<file path="src/gameControl_settings.svh">
// Game controller constants
// Bus widths, tick periods of every timed screen and the score thresholds
`ifndef GAMECONTROL_SETTINGS_SVH
`define GAMECONTROL_SETTINGS_SVH

// ============================================================================
// Widths
// ============================================================================
`define GC_SPEED_W 28
`define GC_SCORE_W 8

// ============================================================================
// Timer periods in clock cycles
// ============================================================================
// Countdown and banner screens
`define GC_GO_TICKS 10
`define GC_BANNER_TICKS 6
// Step period per speed level
`define GC_LEVEL1_TICKS 12
`define GC_LEVEL2_TICKS 8
`define GC_LEVEL3_TICKS 4
// Lose screen hold time
`define GC_LOSE_TICKS 20

// ============================================================================
// Score thresholds
// ============================================================================
`define GC_LEVEL2_SCORE 32
`define GC_LEVEL3_SCORE 64
`define GC_WIN_SCORE 128

`endif

</file>
<file path="src/gameControl_pkg.sv">
// Game controller types
// Count and score vectors, screen codes, step kinds, levels and FSM states
package gameControl_pkg;

	`include "gameControl_settings.svh"

	// Timer tick count
	typedef logic [`GC_SPEED_W-1:0] speedCount_t;

	// Point total
	typedef logic [`GC_SCORE_W-1:0] score_t;

	// Speed level, ordered so a rise compares as greater
	typedef enum logic [1:0] {
		levelOne,
		levelTwo,
		levelThree
	} level_t;

	// Screen codes seen by the display engine
	typedef enum logic [3:0] {
		screenIdle        = 4'd0,
		screenGo          = 4'd1,
		screenLevel1      = 4'd2,
		screenLevel2      = 4'd3,
		screenLevel3      = 4'd4,
		screenLosePlayer2 = 4'd5,
		screenLosePlayer1 = 4'd6,
		screenWin         = 4'd7,
		screenRun         = 4'd8
	} screen_t;

	// Road step command
	typedef enum logic {
		addCars,
		moveCars
	} stepKind_t;

	// Sequencer FSM
	typedef enum logic [3:0] {
		stateIdle,
		stateGo,
		stateBanner,
		stateRun,
		stateStepOffer,
		stateLose,
		stateWin
	} seqState_t;

endpackage

</file>
<file path="src/gameControl_if.sv">
// Internal buses of the game controller
// speedTimerIf between sequencer and speed timer
// scoreIf between sequencer and score keeper
`timescale 1ns/1ns

// ============================================================================
// Speed timer bus
// ============================================================================
interface speedTimerIf
	import gameControl_pkg::*;
();
	// Load pulse captures period and clears the count
	logic        load;
	speedCount_t period;
	// Count enable
	logic        run;
	// One-cycle pulse at the end of a period
	logic        expired;

	modport sequencer (
		output load,
		output period,
		output run,
		input  expired
	);

	modport timer (
		input  load,
		input  period,
		input  run,
		output expired
	);
endinterface

// ============================================================================
// Score bus
// ============================================================================
interface scoreIf
	import gameControl_pkg::*;
();
	logic   clear;
	logic   point;
	score_t score;
	level_t level;
	logic   win;

	modport sequencer (
		output clear,
		output point,
		input  score,
		input  level,
		input  win
	);

	modport keeper (
		input  clear,
		input  point,
		output score,
		output level,
		output win
	);
endinterface

</file>
<file path="src/speedTimer.sv">
// Speed timer
// Loadable tick counter that flags the end of each period
`timescale 1ns/1ns

module speedTimer
	import gameControl_pkg::*;
(
	input  logic       SC_STATEMACHINE_GENERAL_CLOCK_50,
	input  logic       SC_STATEMACHINE_GENERAL_RESET_InHigh,
	speedTimerIf.timer tmr
);

	// Compare value from the last load
	speedCount_t periodReg;
	// Ticks counted since load or last expiry
	speedCount_t countReg;
	// Count has reached the compare value
	logic        atEnd;

	// ========================================================================
	// Period register
	// ========================================================================
	always_ff @(posedge SC_STATEMACHINE_GENERAL_CLOCK_50)
	begin
		if (tmr.load)
			periodReg <= tmr.period;
	end

	// End of period, only while counting
	assign atEnd = tmr.run && (countReg == periodReg);

	// ========================================================================
	// Tick counter
	// ========================================================================
	always_ff @(posedge SC_STATEMACHINE_GENERAL_CLOCK_50 or
		posedge SC_STATEMACHINE_GENERAL_RESET_InHigh)
	begin
		if (SC_STATEMACHINE_GENERAL_RESET_InHigh)
		begin
			countReg <= '0;
		end
		else if (tmr.load)
		begin
			// A fresh load wins over a pending end of period
			countReg <= '0;
		end
		else if (atEnd)
		begin
			// Restart for the next period
			countReg <= '0;
		end
		else if (tmr.run)
		begin
			countReg <= countReg + 1'b1;
		end
	end

	// Period of N+1 ticks per expiry when N is loaded
	assign tmr.expired = atEnd;

endmodule

</file>
<file path="src/scoreKeeper.sv">
// Score keeper
// Saturating point counter with level and win decode
`timescale 1ns/1ns

module scoreKeeper
	import gameControl_pkg::*;
(
	input  logic        SC_STATEMACHINE_GENERAL_CLOCK_50,
	input  logic        SC_STATEMACHINE_GENERAL_RESET_InHigh,
	scoreIf.keeper      keep
);

	`include "gameControl_settings.svh"

	localparam score_t SCORE_MAX = '1;

	score_t scoreReg;

	// ========================================================================
	// Point counter
	// ========================================================================
	always_ff @(posedge SC_STATEMACHINE_GENERAL_CLOCK_50 or
		posedge SC_STATEMACHINE_GENERAL_RESET_InHigh)
	begin
		if (SC_STATEMACHINE_GENERAL_RESET_InHigh)
		begin
			scoreReg <= '0;
		end
		else if (keep.clear)
		begin
			scoreReg <= '0;
		end
		else if (keep.point && (scoreReg != SCORE_MAX))
		begin
			// Holds at the top value
			scoreReg <= scoreReg + 1'b1;
		end
	end

	assign keep.score = scoreReg;

	// ========================================================================
	// Level and win decode
	// ========================================================================
	assign keep.win = (scoreReg >= score_t'(`GC_WIN_SCORE));

	always_comb
	begin
		if (scoreReg >= score_t'(`GC_LEVEL3_SCORE))
			keep.level = levelThree;
		else if (scoreReg >= score_t'(`GC_LEVEL2_SCORE))
			keep.level = levelTwo;
		else
			keep.level = levelOne;
	end

endmodule

</file>
<file path="src/gameSequencer.sv">
// Game sequencer
// FSM for idle, countdown, level banners, road steps, lose and win screens
// Also picks the timer periods and issues clear and point pulses
`timescale 1ns/1ns

module gameSequencer
	import gameControl_pkg::*;
(
	input  logic            SC_STATEMACHINE_GENERAL_CLOCK_50,
	input  logic            SC_STATEMACHINE_GENERAL_RESET_InHigh,
	input  logic            startButton,
	input  logic            crashPlayer1,
	input  logic            crashPlayer2,
	input  logic            stepReady,
	output logic            stepValid,
	output stepKind_t       stepKind,
	output screen_t         screen,
	speedTimerIf.sequencer  tmr,
	scoreIf.sequencer       keep
);

	`include "gameControl_settings.svh"

	seqState_t stateReg;
	seqState_t stateNext;
	level_t    levelReg;
	level_t    levelNext;
	stepKind_t kindReg;
	stepKind_t kindNext;
	logic      loserIsPlayer1;
	logic      loserNext;

	// Step period for a level, one less since the timer counts from zero
	function automatic speedCount_t levelPeriod(input level_t lvl);
		case (lvl)
			levelTwo:   return speedCount_t'(`GC_LEVEL2_TICKS - 1);
			levelThree: return speedCount_t'(`GC_LEVEL3_TICKS - 1);
			default:    return speedCount_t'(`GC_LEVEL1_TICKS - 1);
		endcase
	endfunction

	// ========================================================================
	// Next state logic
	// ========================================================================
	always_comb
	begin
		stateNext  = stateReg;
		levelNext  = levelReg;
		kindNext   = kindReg;
		loserNext  = loserIsPlayer1;
		tmr.load   = 1'b0;
		tmr.period = '0;
		keep.clear = 1'b0;
		keep.point = 1'b0;
		case (stateReg)
			stateIdle:
			begin
				if (startButton)
				begin
					stateNext  = stateGo;
					keep.clear = 1'b1;
					tmr.load   = 1'b1;
					tmr.period = speedCount_t'(`GC_GO_TICKS - 1);
				end
			end
			stateGo:
			begin
				if (tmr.expired)
				begin
					stateNext  = stateBanner;
					levelNext  = levelOne;
					tmr.load   = 1'b1;
					tmr.period = speedCount_t'(`GC_BANNER_TICKS - 1);
				end
			end
			stateBanner:
			begin
				// Every banner restarts the road with new cars
				if (tmr.expired)
				begin
					stateNext  = stateRun;
					kindNext   = addCars;
					tmr.load   = 1'b1;
					tmr.period = levelPeriod(levelReg);
				end
			end
			stateRun:
			begin
				if (crashPlayer1 || crashPlayer2)
				begin
					// Player 1 takes priority
					stateNext  = stateLose;
					loserNext  = crashPlayer1;
					tmr.load   = 1'b1;
					tmr.period = speedCount_t'(`GC_LOSE_TICKS - 1);
				end
				else if (keep.win)
				begin
					stateNext = stateWin;
				end
				else if (keep.level > levelReg)
				begin
					stateNext  = stateBanner;
					levelNext  = keep.level;
					tmr.load   = 1'b1;
					tmr.period = speedCount_t'(`GC_BANNER_TICKS - 1);
				end
				else if (tmr.expired)
				begin
					stateNext = stateStepOffer;
				end
			end
			stateStepOffer:
			begin
				// Held until the display engine takes the step
				if (stepReady)
				begin
					stateNext  = stateRun;
					keep.point = 1'b1;
					kindNext   = (kindReg == addCars) ? moveCars : addCars;
				end
			end
			stateLose:
			begin
				if (tmr.expired)
					stateNext = stateIdle;
			end
			stateWin:
			begin
				stateNext = stateWin;
			end
			default:
			begin
				stateNext = stateIdle;
			end
		endcase
	end

	// ========================================================================
	// State registers
	// ========================================================================
	always_ff @(posedge SC_STATEMACHINE_GENERAL_CLOCK_50 or
		posedge SC_STATEMACHINE_GENERAL_RESET_InHigh)
	begin
		if (SC_STATEMACHINE_GENERAL_RESET_InHigh)
		begin
			stateReg       <= stateIdle;
			levelReg       <= levelOne;
			kindReg        <= addCars;
			loserIsPlayer1 <= 1'b0;
		end
		else
		begin
			stateReg       <= stateNext;
			levelReg       <= levelNext;
			kindReg        <= kindNext;
			loserIsPlayer1 <= loserNext;
		end
	end

	// ========================================================================
	// Outputs
	// ========================================================================
	// Timer is paused while a step waits and in idle or win
	assign tmr.run = (stateReg inside {stateGo, stateBanner, stateRun, stateLose});

	assign stepValid = (stateReg == stateStepOffer);
	assign stepKind  = kindReg;

	always_comb
	begin
		case (stateReg)
			stateGo:        screen = screenGo;
			stateBanner:
			begin
				case (levelReg)
					levelTwo:   screen = screenLevel2;
					levelThree: screen = screenLevel3;
					default:    screen = screenLevel1;
				endcase
			end
			stateRun,
			stateStepOffer: screen = screenRun;
			stateLose:      screen = loserIsPlayer1 ? screenLosePlayer1 : screenLosePlayer2;
			stateWin:       screen = screenWin;
			default:        screen = screenIdle;
		endcase
	end

endmodule

</file>
<file path="src/gameControl.sv">
// Game controller top level
// Sequencer, speed timer and score keeper joined by their internal buses
`timescale 1ns/1ns

module gameControl
	import gameControl_pkg::*;
(
	input  logic      SC_STATEMACHINE_GENERAL_CLOCK_50,
	input  logic      SC_STATEMACHINE_GENERAL_RESET_InHigh,
	// Player and display inputs
	input  logic      startButton,
	input  logic      crashPlayer1,
	input  logic      crashPlayer2,
	input  logic      stepReady,
	// Road step command
	output logic      stepValid,
	output stepKind_t stepKind,
	// Display state
	output screen_t   screen,
	output score_t    score
);

	speedTimerIf tmrBus ();
	scoreIf      scoreBus ();

	// ========================================================================
	// Sequencer
	// ========================================================================
	gameSequencer sequencer_i (
		.SC_STATEMACHINE_GENERAL_CLOCK_50    (SC_STATEMACHINE_GENERAL_CLOCK_50),
		.SC_STATEMACHINE_GENERAL_RESET_InHigh(SC_STATEMACHINE_GENERAL_RESET_InHigh),
		.startButton                         (startButton),
		.crashPlayer1                        (crashPlayer1),
		.crashPlayer2                        (crashPlayer2),
		.stepReady                           (stepReady),
		.stepValid                           (stepValid),
		.stepKind                            (stepKind),
		.screen                              (screen),
		.tmr                                 (tmrBus.sequencer),
		.keep                                (scoreBus.sequencer)
	);

	// ========================================================================
	// Side parts
	// ========================================================================
	speedTimer timer_i (
		.SC_STATEMACHINE_GENERAL_CLOCK_50    (SC_STATEMACHINE_GENERAL_CLOCK_50),
		.SC_STATEMACHINE_GENERAL_RESET_InHigh(SC_STATEMACHINE_GENERAL_RESET_InHigh),
		.tmr                                 (tmrBus.timer)
	);

	scoreKeeper keeper_i (
		.SC_STATEMACHINE_GENERAL_CLOCK_50    (SC_STATEMACHINE_GENERAL_CLOCK_50),
		.SC_STATEMACHINE_GENERAL_RESET_InHigh(SC_STATEMACHINE_GENERAL_RESET_InHigh),
		.keep                                (scoreBus.keeper)
	);

	// Points for the display
	assign score = scoreBus.score;

endmodule

</file>
<file path="config.mk">
export PLATFORM = sky130hd
export DESIGN_NAME = gameControl
export DESIGN_NICKNAME = d
export VERILOG_FILES = /design/src/gameControl_pkg.sv /design/src/gameControl_if.sv /design/src/speedTimer.sv /design/src/scoreKeeper.sv /design/src/gameSequencer.sv /design/src/gameControl.sv
export VERILOG_INCLUDE_DIRS = /design/src
export SDC_FILE = /design/constraint.sdc
export NUM_CORES = 1
export LEC_CHECK = 0
export ABC_AREA = 1
export ABC_CLOCK_PERIOD_IN_PS = 5700
export BUFFER_PORTS_ARGS = -buffer_cell sky130_fd_sc_hd__buf_4
export CORE_ASPECT_RATIO = 1.25
export CORE_UTILIZATION = 45
export CTS_CLUSTER_SIZE = 20
export DETAILED_ROUTE_END_ITERATION = 12
export PLACE_DENSITY = 0.65
export SLEW_MARGIN = 5
export SYNTH_ARGS = -nofsm -noshare
export SYNTH_HDL_FRONTEND = slang
export SYNTH_SLANG_ARGS = --single-unit
</file>
<file path="constraint.sdc">
create_clock -name SC_STATEMACHINE_GENERAL_CLOCK_50 -period 5.7 [get_ports SC_STATEMACHINE_GENERAL_CLOCK_50]
set_input_delay 0.57 -clock SC_STATEMACHINE_GENERAL_CLOCK_50 [delete_from_list [all_inputs] [get_ports SC_STATEMACHINE_GENERAL_CLOCK_50]]
set_output_delay 0.57 -clock SC_STATEMACHINE_GENERAL_CLOCK_50 [all_outputs]
set_load 0.03 [all_outputs]
</file>
# Word-level counts from Yosys, hierarchy flattened
# Cells that the tools add are included.
[op_classes]
n_bitwise = 0
div_mod_pow = 0
n_shift = 0
magnitude_cmp = 4
addsub = 2
mux = 46
reduce_logical = 15
eq_ne = 19
mul = 0
[ops]
columns = ["cell", "n"]
rows = [
  ["$mux W28", 6],
  ["$pmux W28 S4", 1],
  ["$mux W4", 10],
  ["$add A28 B1 Y28 const B", 1],
  ["$eq A28 B28 Y1", 1],
  ["$pmux W4 S7", 1],
  ["$pmux W4 S5", 1],
  ["$mux W8", 2],
  ["$eq A4 B3 Y1 const B", 3],
  ["$mux W1", 12],
  ["$mux W2", 6],
  ["$add A8 B1 Y8 const B", 1],
  ["$eq A4 B2 Y1 const B", 2],
  ["$ge A8 B6 Y1 const B", 1],
  ["$ge A8 B7 Y1 const B", 1],
  ["$ge A8 B8 Y1 const B", 1],
  ["$ne A2 B1 Y1 const B", 4],
  ["$ne A2 B2 Y1 const B", 4],
  ["$ne A8 B8 Y1 const B", 1],
  ["$pmux W4 S2", 1],
  ["$mux W3", 2],
  ["$pmux W3 S2", 1],
  ["$reduce_and A6 Y1", 1],
  ["$reduce_bool A2 Y1", 3],
  ["other kinds (17)", 19],
]
[totals]
wordCells = 93
in_bits = 6
mem_count = 0
mem_bits_rw = 0
latch_bits = 0
rom_bits = 0
ff_bits = 72

# Longest topological paths before layout
[depth]
depth_word = 9
mapped_depth = 13

# Modules after synthesis
# From an unflattened synthesis, not the netlist that was laid out.
[hier_totals]
hier_cells = 688
area_unflattened_um2 = 4875.9
[modules_own_cells]
columns = ["mod", "area_per_inst_um2", "cells_per_inst", "seq_area_each_um2", "n_inst"]
rows = [
  ["speedTimer", 3484.6, 477, 1541.5, 1],
  ["gameSequencer", 863.3, 132, 175.2, 1],
  ["scoreKeeper", 528.0, 79, 200.2, 1],
]

# Least setup slack after synthesis
# No wires, ideal clock.
[synth_path]
kind = "register to register"
from = "register keeper_i.scoreReg[7], in the netlist keeper_i.keep.score[7]"
to = "register timer_i.countReg[19]"
path_stages_with_launch = 14
arrival_ps = 2142
path_buffers = 1
path_slack_ps = 3493
cell_sequence = "dfrtp_1 -> inv_1 -> nand2_1 -> ha_1 -> inv_1 -> nor2_1 -> o21ai_0 -> nor2_1 -> nor2_4 -> nand2_4 -> nor2_4 -> buf_6 -> nand2_1 -> nand2_1"
[synth_via]
elab_chain_len = 9
word_cells_on_any_way = 12
[synth_rtl]
columns = ["element", "line", "source"]
rows = [
  ["start: declaration", "scoreKeeper.sv:17", "score_t scoreReg;"],
  ["start signal: assignment", "scoreKeeper.sv:36", "scoreReg <= scoreReg + 1'b1;"],
  ["$ge A8 B6 Y1", "scoreKeeper.sv:51", "else if (scoreReg >= score_t'(`GC_LEVEL2_SCORE))"],
  ["$mux W1", "scoreKeeper.sv:51", ""],
  ["$mux W2", "scoreKeeper.sv:49", "if (scoreReg >= score_t'(`GC_LEVEL3_SCORE))"],
  ["$gt A2 B2 Y1", "gameSequencer.sv:101", "else if (keep.level > levelReg)"],
  ["$mux W1", "gameSequencer.sv:101", ""],
  ["$mux W1 *", "gameSequencer.sv:97", "else if (keep.win)"],
  ["$mux W1 *", "gameSequencer.sv:89", "if (crashPlayer1 || crashPlayer2)"],
  ["$pmux W1 S3 *", "gameSequencer.sv:55", "case (stateReg)"],
  ["$reduce_bool A3 Y1 (no source line) or $mux W28 (tied branches)", "--", ""],
  ["end signal: assignment", "speedTimer.sv:54", "countReg <= countReg + 1'b1;"],
  ["end: declaration", "speedTimer.sv:16", "speedCount_t countReg;"],
]
# Every way passes the cells marked *; elsewhere a longest branch is shown, timed or not.
# A chain may end at the register's enable or synchronous reset.

# Final worst setup path
[layout_path]
from = "register keeper_i.scoreReg[7], in the netlist keeper_i.keep.score[7]"
to = "register timer_i.countReg[15]"
# Same word-level chain as after synthesis.

==> summary.md <==
| Metric | Value |
|---|---|
| First drt pass iteration count | `4` |
| Die Y | `between 90 and 100 µm` |
| H-tree Lvls | `2` |
| Mean Syn Cell Area | `roughly 6.8 µm²` |
| Quantity of hold-fixing buffers added after cts | `0` |
| GRT Total Usage | `23.4%` |
| Max rail drop VDD | `0.234 mV` |
| Dpl ws | `3150 ps` |
| Seq. cell area | `approximately 1200 µm²` |
| Min-delay worst type | `primary input to async pin` |
| Crit Reg-Reg Endpoint | `timer_i.countReg[15]$_DFFE_PP0P_` |
| Final Net Count | `roughly 520` |
| Worst-margin pin slew | `roughly 940 ps` |
| Worst-path clk slew | `approximately 100 ps` |
| Post-DP HPWL | `6.06 mm` |
| Root Buffer | `clkbuf_8` |
| Synth cell types | `30` |
| CP Launch Type | `register` |
| Post-synth EDFFs | `5` |
| Drt wl/cell | `approximately 14 µm` |
| Setup bufs post-CTS | `0` |
| Clock insertion delay at the later pin of the skew report | `around 310 ps` |
| Max_cap viols | `0` |
| # setup viols final | `0` |
| Sw power | `615 µW` |
| Routed Wire Length | `~8.2 mm` |
| Initial Util | `47.2%` |
| Area Overhead vs Synth | `8.97%` |
| CP arrival | `between 2000 and 3000 ps` |
| Synth Cell Area | `approximately 3300 µm²` |
| Initial antenna violation count | `0` |
| Iteration-0 DRC Markers | `165` |
| Share of cells above drive strength 1 | `under 10%` |
| Sw frac | `47.3%` |
| Critical path type | `register to register` |
| Commonest non-fill, non-tap cell in the layout | `nand2_1` |
| Core box area | `slightly above 7000 µm²` |
| Most frequent cells in the layout | `165 x nand2_1, 66 x nor2_1, 55 x inv_1` |
| CTS Buffer Depth | `2` |
| # fillers | `735` |
| # diodes | `0` |
| Largest net degree at the start of global routing | `44` |
| CTS resizes | `0` |
| Syn nets | `~500` |
| Multi-input logic area | `around 1800 µm²` |
| # clock sinks | `48` |
| Highest Clock Rate | `394 MHz` |
| Final slew viol count | `0` |
| Pint | `between 600 and 700 µW` |
| Drt drc | `0` |
| Avg Vias per Cell | `between 5 and 6` |
| ANT nets after route | `0` |
| Final Cycle Share | `about 45%` |
| Worst Path Required | `5940 ps` |
| Post-synth ARST share | `approximately 90%` |
| Grt total ovfl | `0` |
| R2r setup slk | `3160 ps` |
| Warnings, synthesis | `0` |
| Leak Pwr | `0.00180 µW` |
| Die area | `7760 µm²` |
| Tmin final | `around 2500 ps` |
| Setup_tns | `0 ps` |
| Row cnt | `34` |
| Port Buffer Count | `19` |
| Crit. End Element | `register` |
| Final hold vios | `0` |
| Setup Skew | `about 14 ps` |
| #FFs+latches synth | `48` |
| Placer Congestion | `between 0.8 and 0.9` |
| Die W | `roughly 79 µm` |
| Worst setup margin | `roughly 3200 ps` |
| CTS tree | `done` |
| Vias in the first global route | `about 3,000` |
| Register area share after synthesis | `approximately 37%` |
| R2R cell count | `12` |
| Status | `completed` |
| Reg2Reg Launch Point | `keeper_i.keep.score[7]$_DFFE_PP0P_` |
| Critical path peak fanout | `23` |
| RSZ-0062 raised after global routing | `no` |
| CTS buffer count | `5` |
| First-pass GRT wire length | `about 14 mm` |
| Clock Power Share | `17.3%` |
| Flop pwr share | `between 30% and 40%` |
| Via count | `a little over 3,000` |
| Synth Flop Type | `dfrtp_1` |
| Comb power frac | `between 40% and 50%` |
| Slew margin rel. | `between 30% and 40%` |
| Cells after Synth | `about 490` |
| Ports | `20` |
| Pwr Density | `between 300 and 400 nW/µm²` |
registers in the layout (all words and copies together), names as in the netlist:
name / count
sequencer_i.stateReg: 3
sequencer_i.loserIsPlayer1: 1
timer_i.periodReg: 5
sequencer_i.levelReg: 2
sequencer_i.stepKind: 1
timer_i.countReg: 28
keeper_i.keep.score: 8
cell usage after synthesis, drive strengths merged (2+ instances only):
cell type	number	area, µm²
a21oi	6	30.0
and2	2	12.5
buf	6	52.6
dfrtp	43	1080
edfxtp	5	150
ha	8	100
inv	57	214
nand2	168	643
nand3	36	198
nand3b	11	82.6
nand4	15	93.8
nor2	73	307
nor3	5	25.0
o21ai	26	130
xnor2	3	26.3
xor2	17	149
stage by stage:
step	hold slack [ps]	total power, µW	cell area [µm²]	cells	util (%)
2_1_floorplan	492	952	3330	487	-
3_3_place_gp	505	1080	3540	590	50.1
3_5_place_dp	524	1090	3540	590	50.1
4_1_cts	498	1310	3630	597	51.4
5_1_grt	512	1410	3630	597	51.4
6_report	459	1300	3630	597	51.4
critical path, cell delays in order, from the launching register on:
cell and delay (ps):
dfrtp_1 420, inv_1 190, nand2_1 100, ha_1 300, inv_1 50, nor2_1 30, o21ai_0 310, nor2_1 130
nor2_4 200, nand2_4 90, nor2_4 440, nand2_1 120, nand2_1 90
cell families after synthesis:
group,synth area share [%]
AND/OR/NAND/NOR,41.0
buffers and inverters,8.00
flip-flops,36.8
AO/OA/AOI/OAI,5.93
XOR/XNOR,5.26
adder cells (fa/ha/maj),3.00
power by group through the flow:
stage | Clock (µW) | Combinational [µW] | Sequential [µW]
6_report | 225 | 613 | 462
5_1_grt | 246 | 696 | 470
4_1_cts | 232 | 620 | 462
3_5_place_dp | 0 | 619 | 468
3_3_place_gp | 0 | 611 | 467
2_1_floorplan | 0 | 483 | 469
area by class of cell:
cell class | instances | area share (%)
clock buffers | 7 | 2.65
multi-input cells | 376 | 50.7
flip-flops and latches | 48 | 33.8
repair buffers | 19 | 3.93
well taps | 90 | 3.10
inverters | 57 | 5.89
routing by layer:
layer	GRT usage (%)	part of all wire, %	wire, µm
met5	0	0	0
met4	12.4	3.2	259
met3	3.18	3.0	243
met2	40.8	52	4220
met1	27.3	42	3440
worst max path at each step:
stage,slack [ps],cells past startpoint,from,to
after floorplan,3490,13,keeper_i.keep.score[7]$_DFFE_PP0P_,timer_i.countReg[19]$_DFFE_PP0P_
after global placement,3280,12,keeper_i.keep.score[7]$_DFFE_PP0P_,timer_i.countReg[0]$_DFFE_PP0P_
after detailed placement,3150,12,keeper_i.keep.score[7]$_DFFE_PP0P_,timer_i.countReg[9]$_DFFE_PP0P_
after CTS,3140,12,keeper_i.keep.score[7]$_DFFE_PP0P_,timer_i.countReg[15]$_DFFE_PP0P_
after global routing,2850,12,keeper_i.keep.score[7]$_DFFE_PP0P_,timer_i.countReg[23]$_DFFE_PP0P_
final,3160,12,keeper_i.keep.score[7]$_DFFE_PP0P_,timer_i.countReg[15]$_DFFE_PP0P_
Power figures use the tool's default switching activity.
